`src/fetch_macros.svh`:
```
`ifndef FETCH_MACROS_SVH
`define FETCH_MACROS_SVH

// Datapath widths.
`define FETCH_ADDR_W   64
`define FETCH_INSTR_W  32
`define FETCH_BLOCK_W  512

// Cache and predictor sizes.
`define ICACHE_SETS    16
`define BTB_SETS       8
`define BTB_WAYS       4

// Boot address.
`define FETCH_RESET_PC 64'h8000_0000

// Address splits.
// Byte offset of one instruction word.
`define FETCH_WOFFS_W  $clog2(`FETCH_INSTR_W / 8)
// Byte offset inside one cache block.
`define ICACHE_BOFFS_W $clog2(`FETCH_BLOCK_W / 8)
// Word select inside one cache block.
`define ICACHE_WSEL_W  $clog2(`FETCH_BLOCK_W / `FETCH_INSTR_W)
`define ICACHE_IDX_W   $clog2(`ICACHE_SETS)
`define BTB_IDX_W      $clog2(`BTB_SETS)
`define BTB_WAY_W      $clog2(`BTB_WAYS)

`endif

```
`src/fetch_pkg.sv`:
```
`include "fetch_macros.svh"

package fetch_pkg;

    // 2-bit saturating branch counter.
    // Upper half of the range predicts taken.
    typedef enum logic [1:0] {
        strong_nt = 2'b00,
        weak_nt   = 2'b01,
        weak_t    = 2'b10,
        strong_t  = 2'b11
    } bp_state_e;

    // Fetch result handed to decode.
    typedef struct packed {
        logic [`FETCH_ADDR_W-1:0]  pc;
        logic [`FETCH_INSTR_W-1:0] instr;
        logic                      hit;
        logic                      pred_taken;
        logic [`FETCH_ADDR_W-1:0]  pred_target;
        logic                      btb_hit;
        // Hitting way, or the victim way on a miss.
        logic [`BTB_WAY_W-1:0]     btb_way;
    } fetch_out_t;

    // Branch resolution coming back from execute.
    typedef struct packed {
        logic                     valid;
        logic                     taken;
        // Hit and way as reported by fetch for this branch.
        logic                     btb_hit;
        logic [`BTB_WAY_W-1:0]    way;
        logic [`FETCH_ADDR_W-1:0] pc;
        logic [`FETCH_ADDR_W-1:0] target;
    } exec_update_t;

    // Corrected fetch address on a mispredict.
    typedef struct packed {
        logic                     mispred;
        logic [`FETCH_ADDR_W-1:0] target;
    } redirect_t;

endpackage

```
`src/pc_gen.sv`:
```
`timescale 1ns/1ps
`include "fetch_macros.svh"

module pc_gen (
    input  logic                     clk_i,
    input  logic                     rst_n_i,
    input  logic                     stall_i,
    input  fetch_pkg::redirect_t     redirect_i,
    input  logic                     pred_taken_i,
    input  logic [`FETCH_ADDR_W-1:0] pred_target_i,
    output logic [`FETCH_ADDR_W-1:0] pc_o
);

    // Current fetch address.
    logic [`FETCH_ADDR_W-1:0] pc_q;
    // Sequential successor.
    logic [`FETCH_ADDR_W-1:0] pc_plus4;
    // Address loaded on the next accepted edge.
    logic [`FETCH_ADDR_W-1:0] pc_next;

    assign pc_plus4 = pc_q + 64'd4;

    // --------------------------------------
    // Next PC selection.
    // --------------------------------------
    // Execute correction wins over the predictor.
    always_comb begin
        if (redirect_i.mispred) begin
            pc_next = redirect_i.target;
        end else if (pred_taken_i) begin
            pc_next = pred_target_i;
        end else begin
            pc_next = pc_plus4;
        end
    end

    // PC register.
    // Held while stalled, so a pending redirect waits too.
    always_ff @(posedge clk_i or negedge rst_n_i) begin
        if (!rst_n_i) begin
            pc_q <= `FETCH_RESET_PC;
        end else if (!stall_i) begin
            pc_q <= pc_next;
        end
    end

    assign pc_o = pc_q;

endmodule

```
`config.mk`:
```
export PLATFORM = sky130hd
export DESIGN_NAME = pc_gen
export DESIGN_NICKNAME = d
export VERILOG_FILES = /design/src/fetch_pkg.sv /design/src/pc_gen.sv
export VERILOG_INCLUDE_DIRS = /design/src
export SDC_FILE = /design/constraint.sdc
export NUM_CORES = 1
export LEC_CHECK = 0
export ABC_AREA = 1
export BUFFER_PORTS_ARGS = -buffer_cell sky130_fd_sc_hd__buf_2
export CORE_ASPECT_RATIO = 0.7
export CORE_MARGIN = 2
export CORE_UTILIZATION = 43
export DETAILED_ROUTE_END_ITERATION = 7
export GPL_TIMING_DRIVEN = 0
export HOLD_SLACK_MARGIN = 0.02
export PLACE_DENSITY = 0.71
export SYNTH_ARGS = -nofsm -noshare
export SYNTH_HDL_FRONTEND = slang
export SYNTH_SLANG_ARGS = --single-unit
export TNS_END_PERCENT = 50
```
`constraint.sdc`:
```
create_clock -name clk_i -period 2.53 [get_ports clk_i]
set_clock_uncertainty 0.2 [all_clocks]
set_input_delay 0.506 -clock clk_i [delete_from_list [all_inputs] [get_ports clk_i]]
set_output_delay 0.506 -clock clk_i [all_outputs]
set_load 0.02 [all_outputs]
```
==> flow_summary.toml <==
[status]
status = "finished clean"

[place]
gp_congestion = 0.980
portBuffers = 195
preCtsSetupSlack_ns = 0.171
place_hpwl_um = 18300

[floorplanning]
io_pins = 197
fp.dieH_um = 96.6
initial_core_util = 0.445
die_w_um = 136
dieArea_mm2 = 0.0132
rows = 33
core_mm2 = 0.0119

[clock_tree]
cts-root-buf = "clkbuf_16"
cts-resized-gates = 0
cts_sinks = 64
cts_setup_buffers = 0
htreeDepth = 3
clock_path_buffers = 2
clkLatencyLatePin_ns = 0.34
clkTransAtPathRegs_ns = 0.06
hold_buffers = 0
numCtsBuffers = 9
cts_tree = "built"

[synthesis]
synthCells = 801
syn-cell-area_mm2 = 0.00527
synth_seq_cells = 64
synth_edf_count = 0
ys_warn_count = 0
synth.distinct_cells = 38
async_flop_share = 1.00
synth.net_count = 935
seq_area_frac_synth = 0.304
synth_flop_cell = "dfrtp_1"
syn_avg_cell_area_um2 = 6.58

[global_route]
grt_max_degree = 65
grt_antenna_before_repair = 0
grt_pass1_vias = 5977
grt_pass1_wl_um = 34800
grt_use_total = 0.354
grt_overflow = 0

[power]
clkPwrFrac = 0.345
switching_share = 0.367
cellPowerDensity_mw_per_mm2 = 544
finalPower_w = 0.00366
comb_power_share = 0.279
total_leakage_power_nw = 3.20
p_seq_frac = 0.375
p_sw_w = 0.00135
p_int_w = 0.00232
vdd_drop_max_v = 0.000437

[setup_path]
crit_chain = "ha_1 > nand2_2 > nor2_8 > nand3_1 > nor2_1 > nand3_1 > nand2_1 > nand3_1 > a21oi_1"
arrival_ns = 2.43
start_kind = "register"
path_common_cell = "nand3_1"
required_ns = 2.59
crit_fanout = 6
slowest_stage = "dfrtp_1"
path_class = "register to register"
cp_top_family = "simple AND/OR/NAND/NOR gates"
endpoint_kind = "register"
critPathMaxStageDelay_ns = 0.47
worstPathBufferInverterCount = 0

[layout]
drive_above_1_share = 0.268
nets = 1141
area_growth_pct = 27.8
largest_reg_flops = 64
antennaDiodeCount = 0

[routing]
vias_per_cell = 5.67
drt-total-wl_um = 22900
drc = 0
vias = 6627
wire_per_inst_um = 19.6
ant_nets = 0
drtIter0Drc = 700
dr.pass1.iters = 6

[timing]
timing.final.ws_setup_ns = 0.159
fin_crit_sh = 0.937
hold_viol = 0
setup_viol = 0
fin_crit_ns = 2.37
fin_tns_setup_ns = 0
fmax_mhz = 422
rsz0062_at_grt = "no"
max-slew-margin-rel = 0.432
worst_hold_slack_ns = 0.0701
worst_pin_slew_ns = 0.852
slew_violations = 0

[job]
max_cap_viol_count = 0

[min_path]
min_path_type = "primary input to async pin"
## placed cells by master (no fill, tap or decap), drive strengths merged
cell type,count
a21oi,35
a221oi,29
a22o,20
a22oi,2
a31oi,4
a32oi,1
a41oi,4
buf,203
bufinv,1
clkbuf,36
clkinv,4
dfrtp,63
dfstp,1
ha,1
inv,59
nand2,227
nand3,67
nand4,5
nor2,163
nor3,11
nor3b,2
o211ai,21
o21ai,27
o21bai,17
o311ai,1
or2,2
xnor2,4
xor2,2
## layer usage
metal,vias to the layer above,global-route usage,part of all wire,routed length (um)
li1,3139,-,-,-
met1,3054,0.576,0.48,11000
met2,412,0.481,0.39,8930
met3,22,0.0613,0.12,2660
met4,0,0.0681,0.014,330
met5,-,0,0,0
## stage by stage
stage	instance area, um2	cells	utilization
after floorplan	5270	801	-
after CTS	6740	1169	0.569
after global routing	6740	1169	0.569
after detailed placement	6450	1153	0.544
after global placement	6440	1153	0.544
final	6740	1169	0.569
## Yosys cell counts, types with 5 or more instances
master	instances	area [um2]
inv_2	5	18.8
o21bai_2	5	56.3
nand4_1	5	31.3
o21bai_1	12	90.1
inv_1	54	203
o21ai_0	20	100
nand2_2	13	81.3
nand2_1	210	788
nor2_2	12	75.1
nor2_1	142	533
nor2_4	7	78.8
a221oi_1	29	254
buf_2	5	25.0
dfrtp_1	63	1580
o21ai_1	7	35.0
clkbuf_1	24	90.1
o211ai_1	21	158
a22o_1	20	175
nor3_1	11	55.1
a21oi_1	32	160
nand3_1	64	320
## kinds of logic after synthesis
group                      synth area share
xor gates and xnor gates            0.00997
DFF                                   0.304
buffers and inverters                0.0667
AOI/OAI and AO/OA                     0.218
adders and majority gates           0.00237
and+or+nand+nor                       0.399
## final timing paths
kind	startpoint	to	slack, ns	cells after the start
hold / removal	rst_n_i	pc_o[14]	0.07	1
min in group clk_i	pred_target_i[7]	pc_o[7]	0.22	3
setup reg to reg	pc_o[2]	pc_o[54]	0.16	9
max in group asynchronous	rst_n_i	pc_o[54]	1.49	1
setup / recovery	pc_o[2]	pc_o[54]	0.16	9
hold reg to reg	pc_o[0]	pc_o[0]	0.29	2
## power by group through the flow
stage          sequential, W  combinational, W  clock (W)
5_1_grt              0.00140           0.00113    0.00132
3_3_place_gp         0.00138           0.00100          0
4_1_cts              0.00136           0.00102    0.00127
2_1_floorplan        0.00148          0.000461          0
3_5_place_dp         0.00138           0.00102          0
6_report             0.00137           0.00102    0.00126
## layout make-up
class                   instances  area [um2]
fillers                      1184        5110
multi-input cells             645        3320
flip-flops and latches         64        1600
repair buffers                195         978
clock buffers                  12         246
inverters                      60         225
well taps                     157         196
plain buffers                  32         126
clock inverters                 4        45.0
Power figures use the tool's default switching activity.
