### src/fetch_macros.svh
`ifndef FETCH_MACROS_SVH
`define FETCH_MACROS_SVH

// Datapath widths.
`define FETCH_ADDR_W   64
`define FETCH_INSTR_W  32
`define FETCH_BLOCK_W  512

// Cache and predictor sizes.
`define ICACHE_SETS    16
`define BTB_SETS       8
`define BTB_WAYS       4

// Boot address.
`define FETCH_RESET_PC 64'h8000_0000

// Address splits.
// Byte offset of one instruction word.
`define FETCH_WOFFS_W  $clog2(`FETCH_INSTR_W / 8)
// Byte offset inside one cache block.
`define ICACHE_BOFFS_W $clog2(`FETCH_BLOCK_W / 8)
// Word select inside one cache block.
`define ICACHE_WSEL_W  $clog2(`FETCH_BLOCK_W / `FETCH_INSTR_W)
`define ICACHE_IDX_W   $clog2(`ICACHE_SETS)
`define BTB_IDX_W      $clog2(`BTB_SETS)
`define BTB_WAY_W      $clog2(`BTB_WAYS)

`endif

### src/fetch_pkg.sv
`include "fetch_macros.svh"

package fetch_pkg;

    // 2-bit saturating branch counter.
    // Upper half of the range predicts taken.
    typedef enum logic [1:0] {
        strong_nt = 2'b00,
        weak_nt   = 2'b01,
        weak_t    = 2'b10,
        strong_t  = 2'b11
    } bp_state_e;

    // Fetch result handed to decode.
    typedef struct packed {
        logic [`FETCH_ADDR_W-1:0]  pc;
        logic [`FETCH_INSTR_W-1:0] instr;
        logic                      hit;
        logic                      pred_taken;
        logic [`FETCH_ADDR_W-1:0]  pred_target;
        logic                      btb_hit;
        // Hitting way, or the victim way on a miss.
        logic [`BTB_WAY_W-1:0]     btb_way;
    } fetch_out_t;

    // Branch resolution coming back from execute.
    typedef struct packed {
        logic                     valid;
        logic                     taken;
        // Hit and way as reported by fetch for this branch.
        logic                     btb_hit;
        logic [`BTB_WAY_W-1:0]    way;
        logic [`FETCH_ADDR_W-1:0] pc;
        logic [`FETCH_ADDR_W-1:0] target;
    } exec_update_t;

    // Corrected fetch address on a mispredict.
    typedef struct packed {
        logic                     mispred;
        logic [`FETCH_ADDR_W-1:0] target;
    } redirect_t;

endpackage

### src/branch_pred_unit.sv
`timescale 1ns/1ps
`include "fetch_macros.svh"

module branch_pred_unit (
    input  logic                        clk_i,
    input  logic                        rst_n_i,
    input  logic [`FETCH_ADDR_W-1:0]    pc_i,
    input  fetch_pkg::exec_update_t     upd_i,
    output logic                        pred_taken_o,
    output logic [`FETCH_ADDR_W-1:0]    pred_target_o,
    output logic                        btb_hit_o,
    output logic [`BTB_WAY_W-1:0]       way_o
);

    // Set index sits right above the word offset.
    localparam int idx_lo = `FETCH_WOFFS_W;
    localparam int tag_lo = `FETCH_WOFFS_W + `BTB_IDX_W;
    localparam int tag_w  = `FETCH_ADDR_W - tag_lo;

    // BTB storage.
    logic                     valid_q  [`BTB_SETS][`BTB_WAYS];
    logic [tag_w-1:0]         tag_q    [`BTB_SETS][`BTB_WAYS];
    logic [`FETCH_ADDR_W-1:0] target_q [`BTB_SETS][`BTB_WAYS];
    fetch_pkg::bp_state_e     cnt_q    [`BTB_SETS][`BTB_WAYS];
    // Round-robin victim pointer per set.
    logic [`BTB_WAY_W-1:0]    rr_q     [`BTB_SETS];

    // Lookup side.
    logic [`BTB_IDX_W-1:0]    rd_set;
    logic [tag_w-1:0]         rd_tag;
    logic                     rd_hit;
    logic [`BTB_WAY_W-1:0]    rd_way;

    // Training side.
    logic [`BTB_IDX_W-1:0]    up_set;
    logic [tag_w-1:0]         up_tag;
    logic [`BTB_WAY_W-1:0]    up_victim;
    logic                     up_train;
    logic                     up_alloc;

    // One step toward the outcome with saturation at both ends.
    function automatic fetch_pkg::bp_state_e cnt_step(
        input fetch_pkg::bp_state_e cnt,
        input logic                 taken
    );
        fetch_pkg::bp_state_e nxt;
        case (cnt)
            fetch_pkg::strong_nt: nxt = taken ? fetch_pkg::weak_nt  : fetch_pkg::strong_nt;
            fetch_pkg::weak_nt:   nxt = taken ? fetch_pkg::weak_t   : fetch_pkg::strong_nt;
            fetch_pkg::weak_t:    nxt = taken ? fetch_pkg::strong_t : fetch_pkg::weak_nt;
            default:              nxt = taken ? fetch_pkg::strong_t : fetch_pkg::weak_t;
        endcase
        return nxt;
    endfunction

    // --------------------------------------
    // Lookup.
    // --------------------------------------
    assign rd_set = pc_i[idx_lo +: `BTB_IDX_W];
    assign rd_tag = pc_i[`FETCH_ADDR_W-1:tag_lo];

    // Tag compare across all ways with the lowest way first.
    always_comb begin
        rd_hit = 1'b0;
        rd_way = '0;
        for (int w = 0; w < `BTB_WAYS; w++) begin
            if (!rd_hit && valid_q[rd_set][w] && (tag_q[rd_set][w] == rd_tag)) begin
                rd_hit = 1'b1;
                rd_way = w[`BTB_WAY_W-1:0];
            end
        end
    end

    assign btb_hit_o     = rd_hit;
    // On a miss report the way an allocation would take.
    assign way_o         = rd_hit ? rd_way : rr_q[rd_set];
    assign pred_taken_o  = rd_hit && (cnt_q[rd_set][rd_way] inside {fetch_pkg::weak_t,
                                                                    fetch_pkg::strong_t});
    assign pred_target_o = rd_hit ? target_q[rd_set][rd_way] : '0;

    // --------------------------------------
    // Training from execute.
    // --------------------------------------
    assign up_set    = upd_i.pc[idx_lo +: `BTB_IDX_W];
    assign up_tag    = upd_i.pc[`FETCH_ADDR_W-1:tag_lo];
    assign up_victim = rr_q[up_set];
    assign up_train  = upd_i.valid && upd_i.btb_hit;
    // Not-taken misses leave the table alone.
    assign up_alloc  = upd_i.valid && !upd_i.btb_hit && upd_i.taken;

    // Valid bits and victim pointers.
    always_ff @(posedge clk_i or negedge rst_n_i) begin
        if (!rst_n_i) begin
            for (int s = 0; s < `BTB_SETS; s++) begin
                rr_q[s] <= '0;
                for (int w = 0; w < `BTB_WAYS; w++) begin
                    valid_q[s][w] <= 1'b0;
                end
            end
        end else if (up_alloc) begin
            valid_q[up_set][up_victim] <= 1'b1;
            rr_q[up_set]               <= up_victim + 1'b1;
        end
    end

    // Entry contents.
    always_ff @(posedge clk_i) begin
        if (up_alloc) begin
            tag_q[up_set][up_victim]    <= up_tag;
            target_q[up_set][up_victim] <= upd_i.target;
            cnt_q[up_set][up_victim]    <= fetch_pkg::weak_t;
        end else if (up_train) begin
            cnt_q[up_set][upd_i.way] <= cnt_step(cnt_q[up_set][upd_i.way], upd_i.taken);
            // Target only refreshed by a taken outcome.
            if (upd_i.taken) begin
                target_q[up_set][upd_i.way] <= upd_i.target;
            end
        end
    end

endmodule

### config.mk
export PLATFORM = sky130hd
export DESIGN_NAME = branch_pred_unit
export DESIGN_NICKNAME = d
export VERILOG_FILES = /design/src/fetch_pkg.sv /design/src/branch_pred_unit.sv
export VERILOG_INCLUDE_DIRS = /design/src
export SDC_FILE = /design/constraint.sdc
export NUM_CORES = 2
export LEC_CHECK = 0
export BUFFER_PORTS_ARGS = -buffer_cell sky130_fd_sc_hd__buf_2
export CAP_MARGIN = 20
export CORE_MARGIN = 2
export CORE_UTILIZATION = 55
export CTS_BUF_LIST = sky130_fd_sc_hd__clkbuf_4
export CTS_CLUSTER_SIZE = 16
export DETAILED_ROUTE_END_ITERATION = 12
export PLACE_DENSITY = 0.81
export SYNTH_ARGS = -nofsm -noshare
export SYNTH_HDL_FRONTEND = slang
export SYNTH_SLANG_ARGS = --single-unit
### constraint.sdc
create_clock -name clk_i -period 5.92 [get_ports clk_i]
set_clock_uncertainty 0.05 [all_clocks]
set_input_delay 0.592 -clock clk_i [delete_from_list [all_inputs] [get_ports clk_i]]
set_output_delay 0.592 -clock clk_i [all_outputs]
set_load 0.02 [all_outputs]
==> results by group <==
Detailed routing
  • DR vias: 91300
  • Detailed Route WL: 467000 µm
  • Drt drc: 0
  • Detail Route Antenna Nets: 0
  • Average via count per standard cell: 6.74
  • DRT iter0 DRCs: 15700
  • WL/cell: 34.4 µm
  • Drt pass-1 iters: 9

Status
  • Failing checks: negative setup slack
  • Status: complete, but fails checks

Pwr
  • Pwr/cell area: 311 nW/µm²
  • Tot Pwr: 57800 µW
  • Leakage: 0.0620 µW
  • Peak supply drop: 0.277 mV

Die
  • Die H: 541 µm
  • Row count: 197
  • IO Pins: 267
  • Core Region: 288000 µm²
  • Initial core utilization: 0.552
  • Full die area: 293000 µm²
  • DIE WIDTH: 541 µm

Worst setup path
  • CP Launch Type: flop
  • Critical-path cell list: mux4_2, mux2i_2, xor2_1, nand2_2, or4_4, or4_4, a2bb2oi_4, or3_4, buf_12, buf_16, o211ai_1, o2bb2ai_2, buf_4, buf_6
  • CP dominant cell by count: or4_4
  • R2R Path Start: cnt_q[6][5]$_DFFE_PP_
  • CP Data Required Time: 5280 ps
  • Worst-path fanout max: 12
  • Crit path max-delay family: simple AND/OR/NAND/NOR gates
  • Worst endpoint data arrival time: 6100 ps
  • Worst reg-to-reg path cell count: 11
  • Endpoint type of the worst setup path: primary output
  • Flop-to-flop setup slack: 1870 ps
  • R2r endpoint: cnt_q[4][4]$_DFFE_PP_
  • Crit Path Class: flop to primary output
  • Buf/Inv on CP: 4
  • Critical-path top delay cell: or4_4
  • Max incr delay on CP: 670 ps

Cells and area
  • Final Util: 0.647
  • Commonest non-fill, non-tap cell in the layout: edfxtp_1
  • Fin nets: 9205
  • Share of cells above drive strength 1: 0.355
  • Most frequent cells in the layout: edfxtp_1 (4000), clkbuf_4 (1346), mux4_2 (825)
  • Finished Cell Area: 186000 µm²
  • Area Overhead vs Synth: 17.2%

Timing
  • Hold Violations, Final: 0
  • Min cycle time layout: 6740 ps
  • Finish-stage setup viols: 68
  • Final worst slack: -817 ps
  • Worst slew pin tran: 1190 ps
  • RSZ-0062 raised after global routing: yes
  • Pins over their slew limit: 0
  • Crit share post-route: 1.14
  • Worst slew margin: 0.206
  • Fmax achieved: 148 MHz

Synthesis
  • Syn_nets: 7615
  • Asr flop ratio synth: 0.0119
  • EDFF count, synth: 4000
  • Main synth FF type: edfxtp_1
  • Cell variety after synth: 65
  • Number of synthesis warnings: 0
  • Mapped Area: 159000 µm²
  • Mean Syn Cell Area: 21.4 µm²
  • Mapped Cells: 7412
  • Register bit count reported by yosys: 4048
  • Post-synthesis sequential area ratio: 0.764

Hold path
  • Hold/Removal Path Class: input port to flop
  • Hold depth: 2
  • Worst Hold End: target_q[4][124]$_DFFE_PP_
  • Hold Path Origin: upd_i[60]

Place
  • Port Buffer Count: 262
  • DP Area: 168000 µm²
  • Placer congestion estimate: 0.911
  • DP HPWL: 243000 µm

Clock tree
  • Latest clock arrival within the worst-skew pair: 1630 ps
  • Root Driver: clkbuf_4
  • Num CTS Buffers: 931
  • CTS tree: done
  • H-tree depth: 6
  • Worst-path clk slew: 80 ps
  • Clk sinks: 4048
  • CTS Buffer Depth: 4

Global routing
  • Total grt overflow: 0
  • First-pass GRT wire length: 642000 µm
  • Initial antenna violation count: 58
  • Pin count of the biggest net entering global routing: 136
  • Vias in the first global route: 91100
  • GRT Resource Usage Total: 0.307

Job
  • Max_cap viols: 0
==> worst max-delay path by stage <==
stage          depth (start not counted)  slack (ps)                       end                  start
3_5_place_dp                          18        -500          pred_target_o[2]                pc_i[3]
5_1_grt                               14        -830         pred_target_o[51]  tag_q[7][2]$_DFFE_PP_
4_1_cts                               16        -790         pred_target_o[30]  tag_q[7][2]$_DFFE_PP_
6_report                              14        -820         pred_target_o[51]  tag_q[7][2]$_DFFE_PP_
3_3_place_gp                          18        -500          pred_target_o[2]                pc_i[3]
2_1_floorplan                         11        -200  target_q[0][0]$_DFFE_PP_              upd_i[67]
==> metal layers <==
layer / wire, µm / global-route usage / part of all wire
met4: 30700 / 0.173 / 0.066
met3: 65700 / 0.0849 / 0.14
met5: 282 / 0 / 0.00060
met1: 147000 / 0.384 / 0.31
met2: 223000 / 0.488 / 0.48
==> Yosys cell counts, types with 6 or more instances <==
cell / count / share of area
a22oi_1: 157 / 0.0074
a21o_1: 7 / 0.00033
mux4_2: 825 / 0.12
dfrtp_1: 48 / 0.0076
nand3_1: 14 / 0.00044
buf_6: 21 / 0.0015
a221oi_1: 24 / 0.0013
o21ai_0: 63 / 0.0020
nor2_1: 99 / 0.0023
o2bb2ai_1: 52 / 0.0029
and2_1: 143 / 0.0056
clkbuf_1: 198 / 0.0047
a211oi_1: 7 / 0.00033
or3b_2: 27 / 0.0015
nand4_1: 32 / 0.0013
nor3_1: 15 / 0.00047
nand2_1: 76 / 0.0018
o22ai_1: 38 / 0.0015
buf_2: 102 / 0.0032
nor2b_1: 26 / 0.0010
xnor2_1: 119 / 0.0066
or2_2: 37 / 0.0015
or3_1: 9 / 0.00035
xor2_1: 54 / 0.0030
o31ai_1: 107 / 0.0051
and3_1: 31 / 0.0012
a21oi_1: 68 / 0.0021
o211ai_1: 70 / 0.0033
edfxtp_1: 4000 / 0.76
o22a_1: 26 / 0.0014
mux2_2: 126 / 0.0089
mux2i_1: 583 / 0.037
buf_1: 51 / 0.0012
nor4_1: 25 / 0.00099
inv_1: 6 / 0.00014
mux2_4: 9 / 0.00085
buf_4: 49 / 0.0023
a22o_1: 7 / 0.00039
==> power breakdown <==
group / leakage, µW / switching [µW] / internal (µW)
clock: 0.00704 / 11600 / 10800
sequential: 0.0366 / 85.5 / 31700
combinational: 0.0183 / 2190 / 1460
total: 0.0620 / 13900 / 43900
==> cells by family (layout without fill, tap and decap cells) <==
| group | Yosys count | after routing | synth area share |
|---|---|---|---|
| compound gates | 641 | 641 | 0.0289 |
| xor+xnor | 173 | 173 | 0.00954 |
| fa+ha+maj | 6 | 6 | 0.000441 |
| buf+inv | 430 | 2757 | 0.0131 |
| flops | 4048 | 4048 | 0.764 |
| mux | 1544 | 1544 | 0.164 |
| other cells | 0 | 36 | 0 |
| simple gates | 570 | 570 | 0.0203 |
==> timing repair <==
| item | 4_1_cts | 5_1_grt |
|---|---|---|
| setup buffers | 24 | 8 |
| hold buffers | 292 | 0 |
| endpoints found under the hold margin | 4821 | 0 |
| gates cloned | 11 | 2 |
| setup endpoints to repair | 68 | 68 |
| resized for setup | 333 | 76 |
| pin swaps | 81 | 68 |
==> sequential cells by signal, indices dropped and copies added, names as in the netlist <==
signal,count
target_q,2048
tag_q,1888
rr_q,16
cnt_q,64
valid_q,32
==> through the flow <==
stage / worst slack (ps) / hold WS, ps / cells / TNS (ps)
floorplan: -196 / 246 / 7412 / -134900
global placement: -500 / 394 / 11500 / -9330
detailed placement: -502 / 398 / 11500 / -8870
CTS: -789 / 0.226 / 13500 / -45570
global route: -832 / 68.3 / 13500 / -47520
finish: -817 / 84.7 / 13600 / -45350
==> layout make-up <==
| class | instances | area [µm²] |
|---|---|---|
| timing repair buffer | 1079 | 11200 |
| tap | 3781 | 4730 |
| fill | 17400 | 102000 |
| sequential | 4048 | 121000 |
| clock inverter | 324 | 1820 |
| antenna | 36 | 90.1 |
| clock buffer | 1346 | 10100 |
| multi-input combinational | 2934 | 36800 |
| inverter | 8 | 42.5 |
Power figures use the tool's default switching activity.
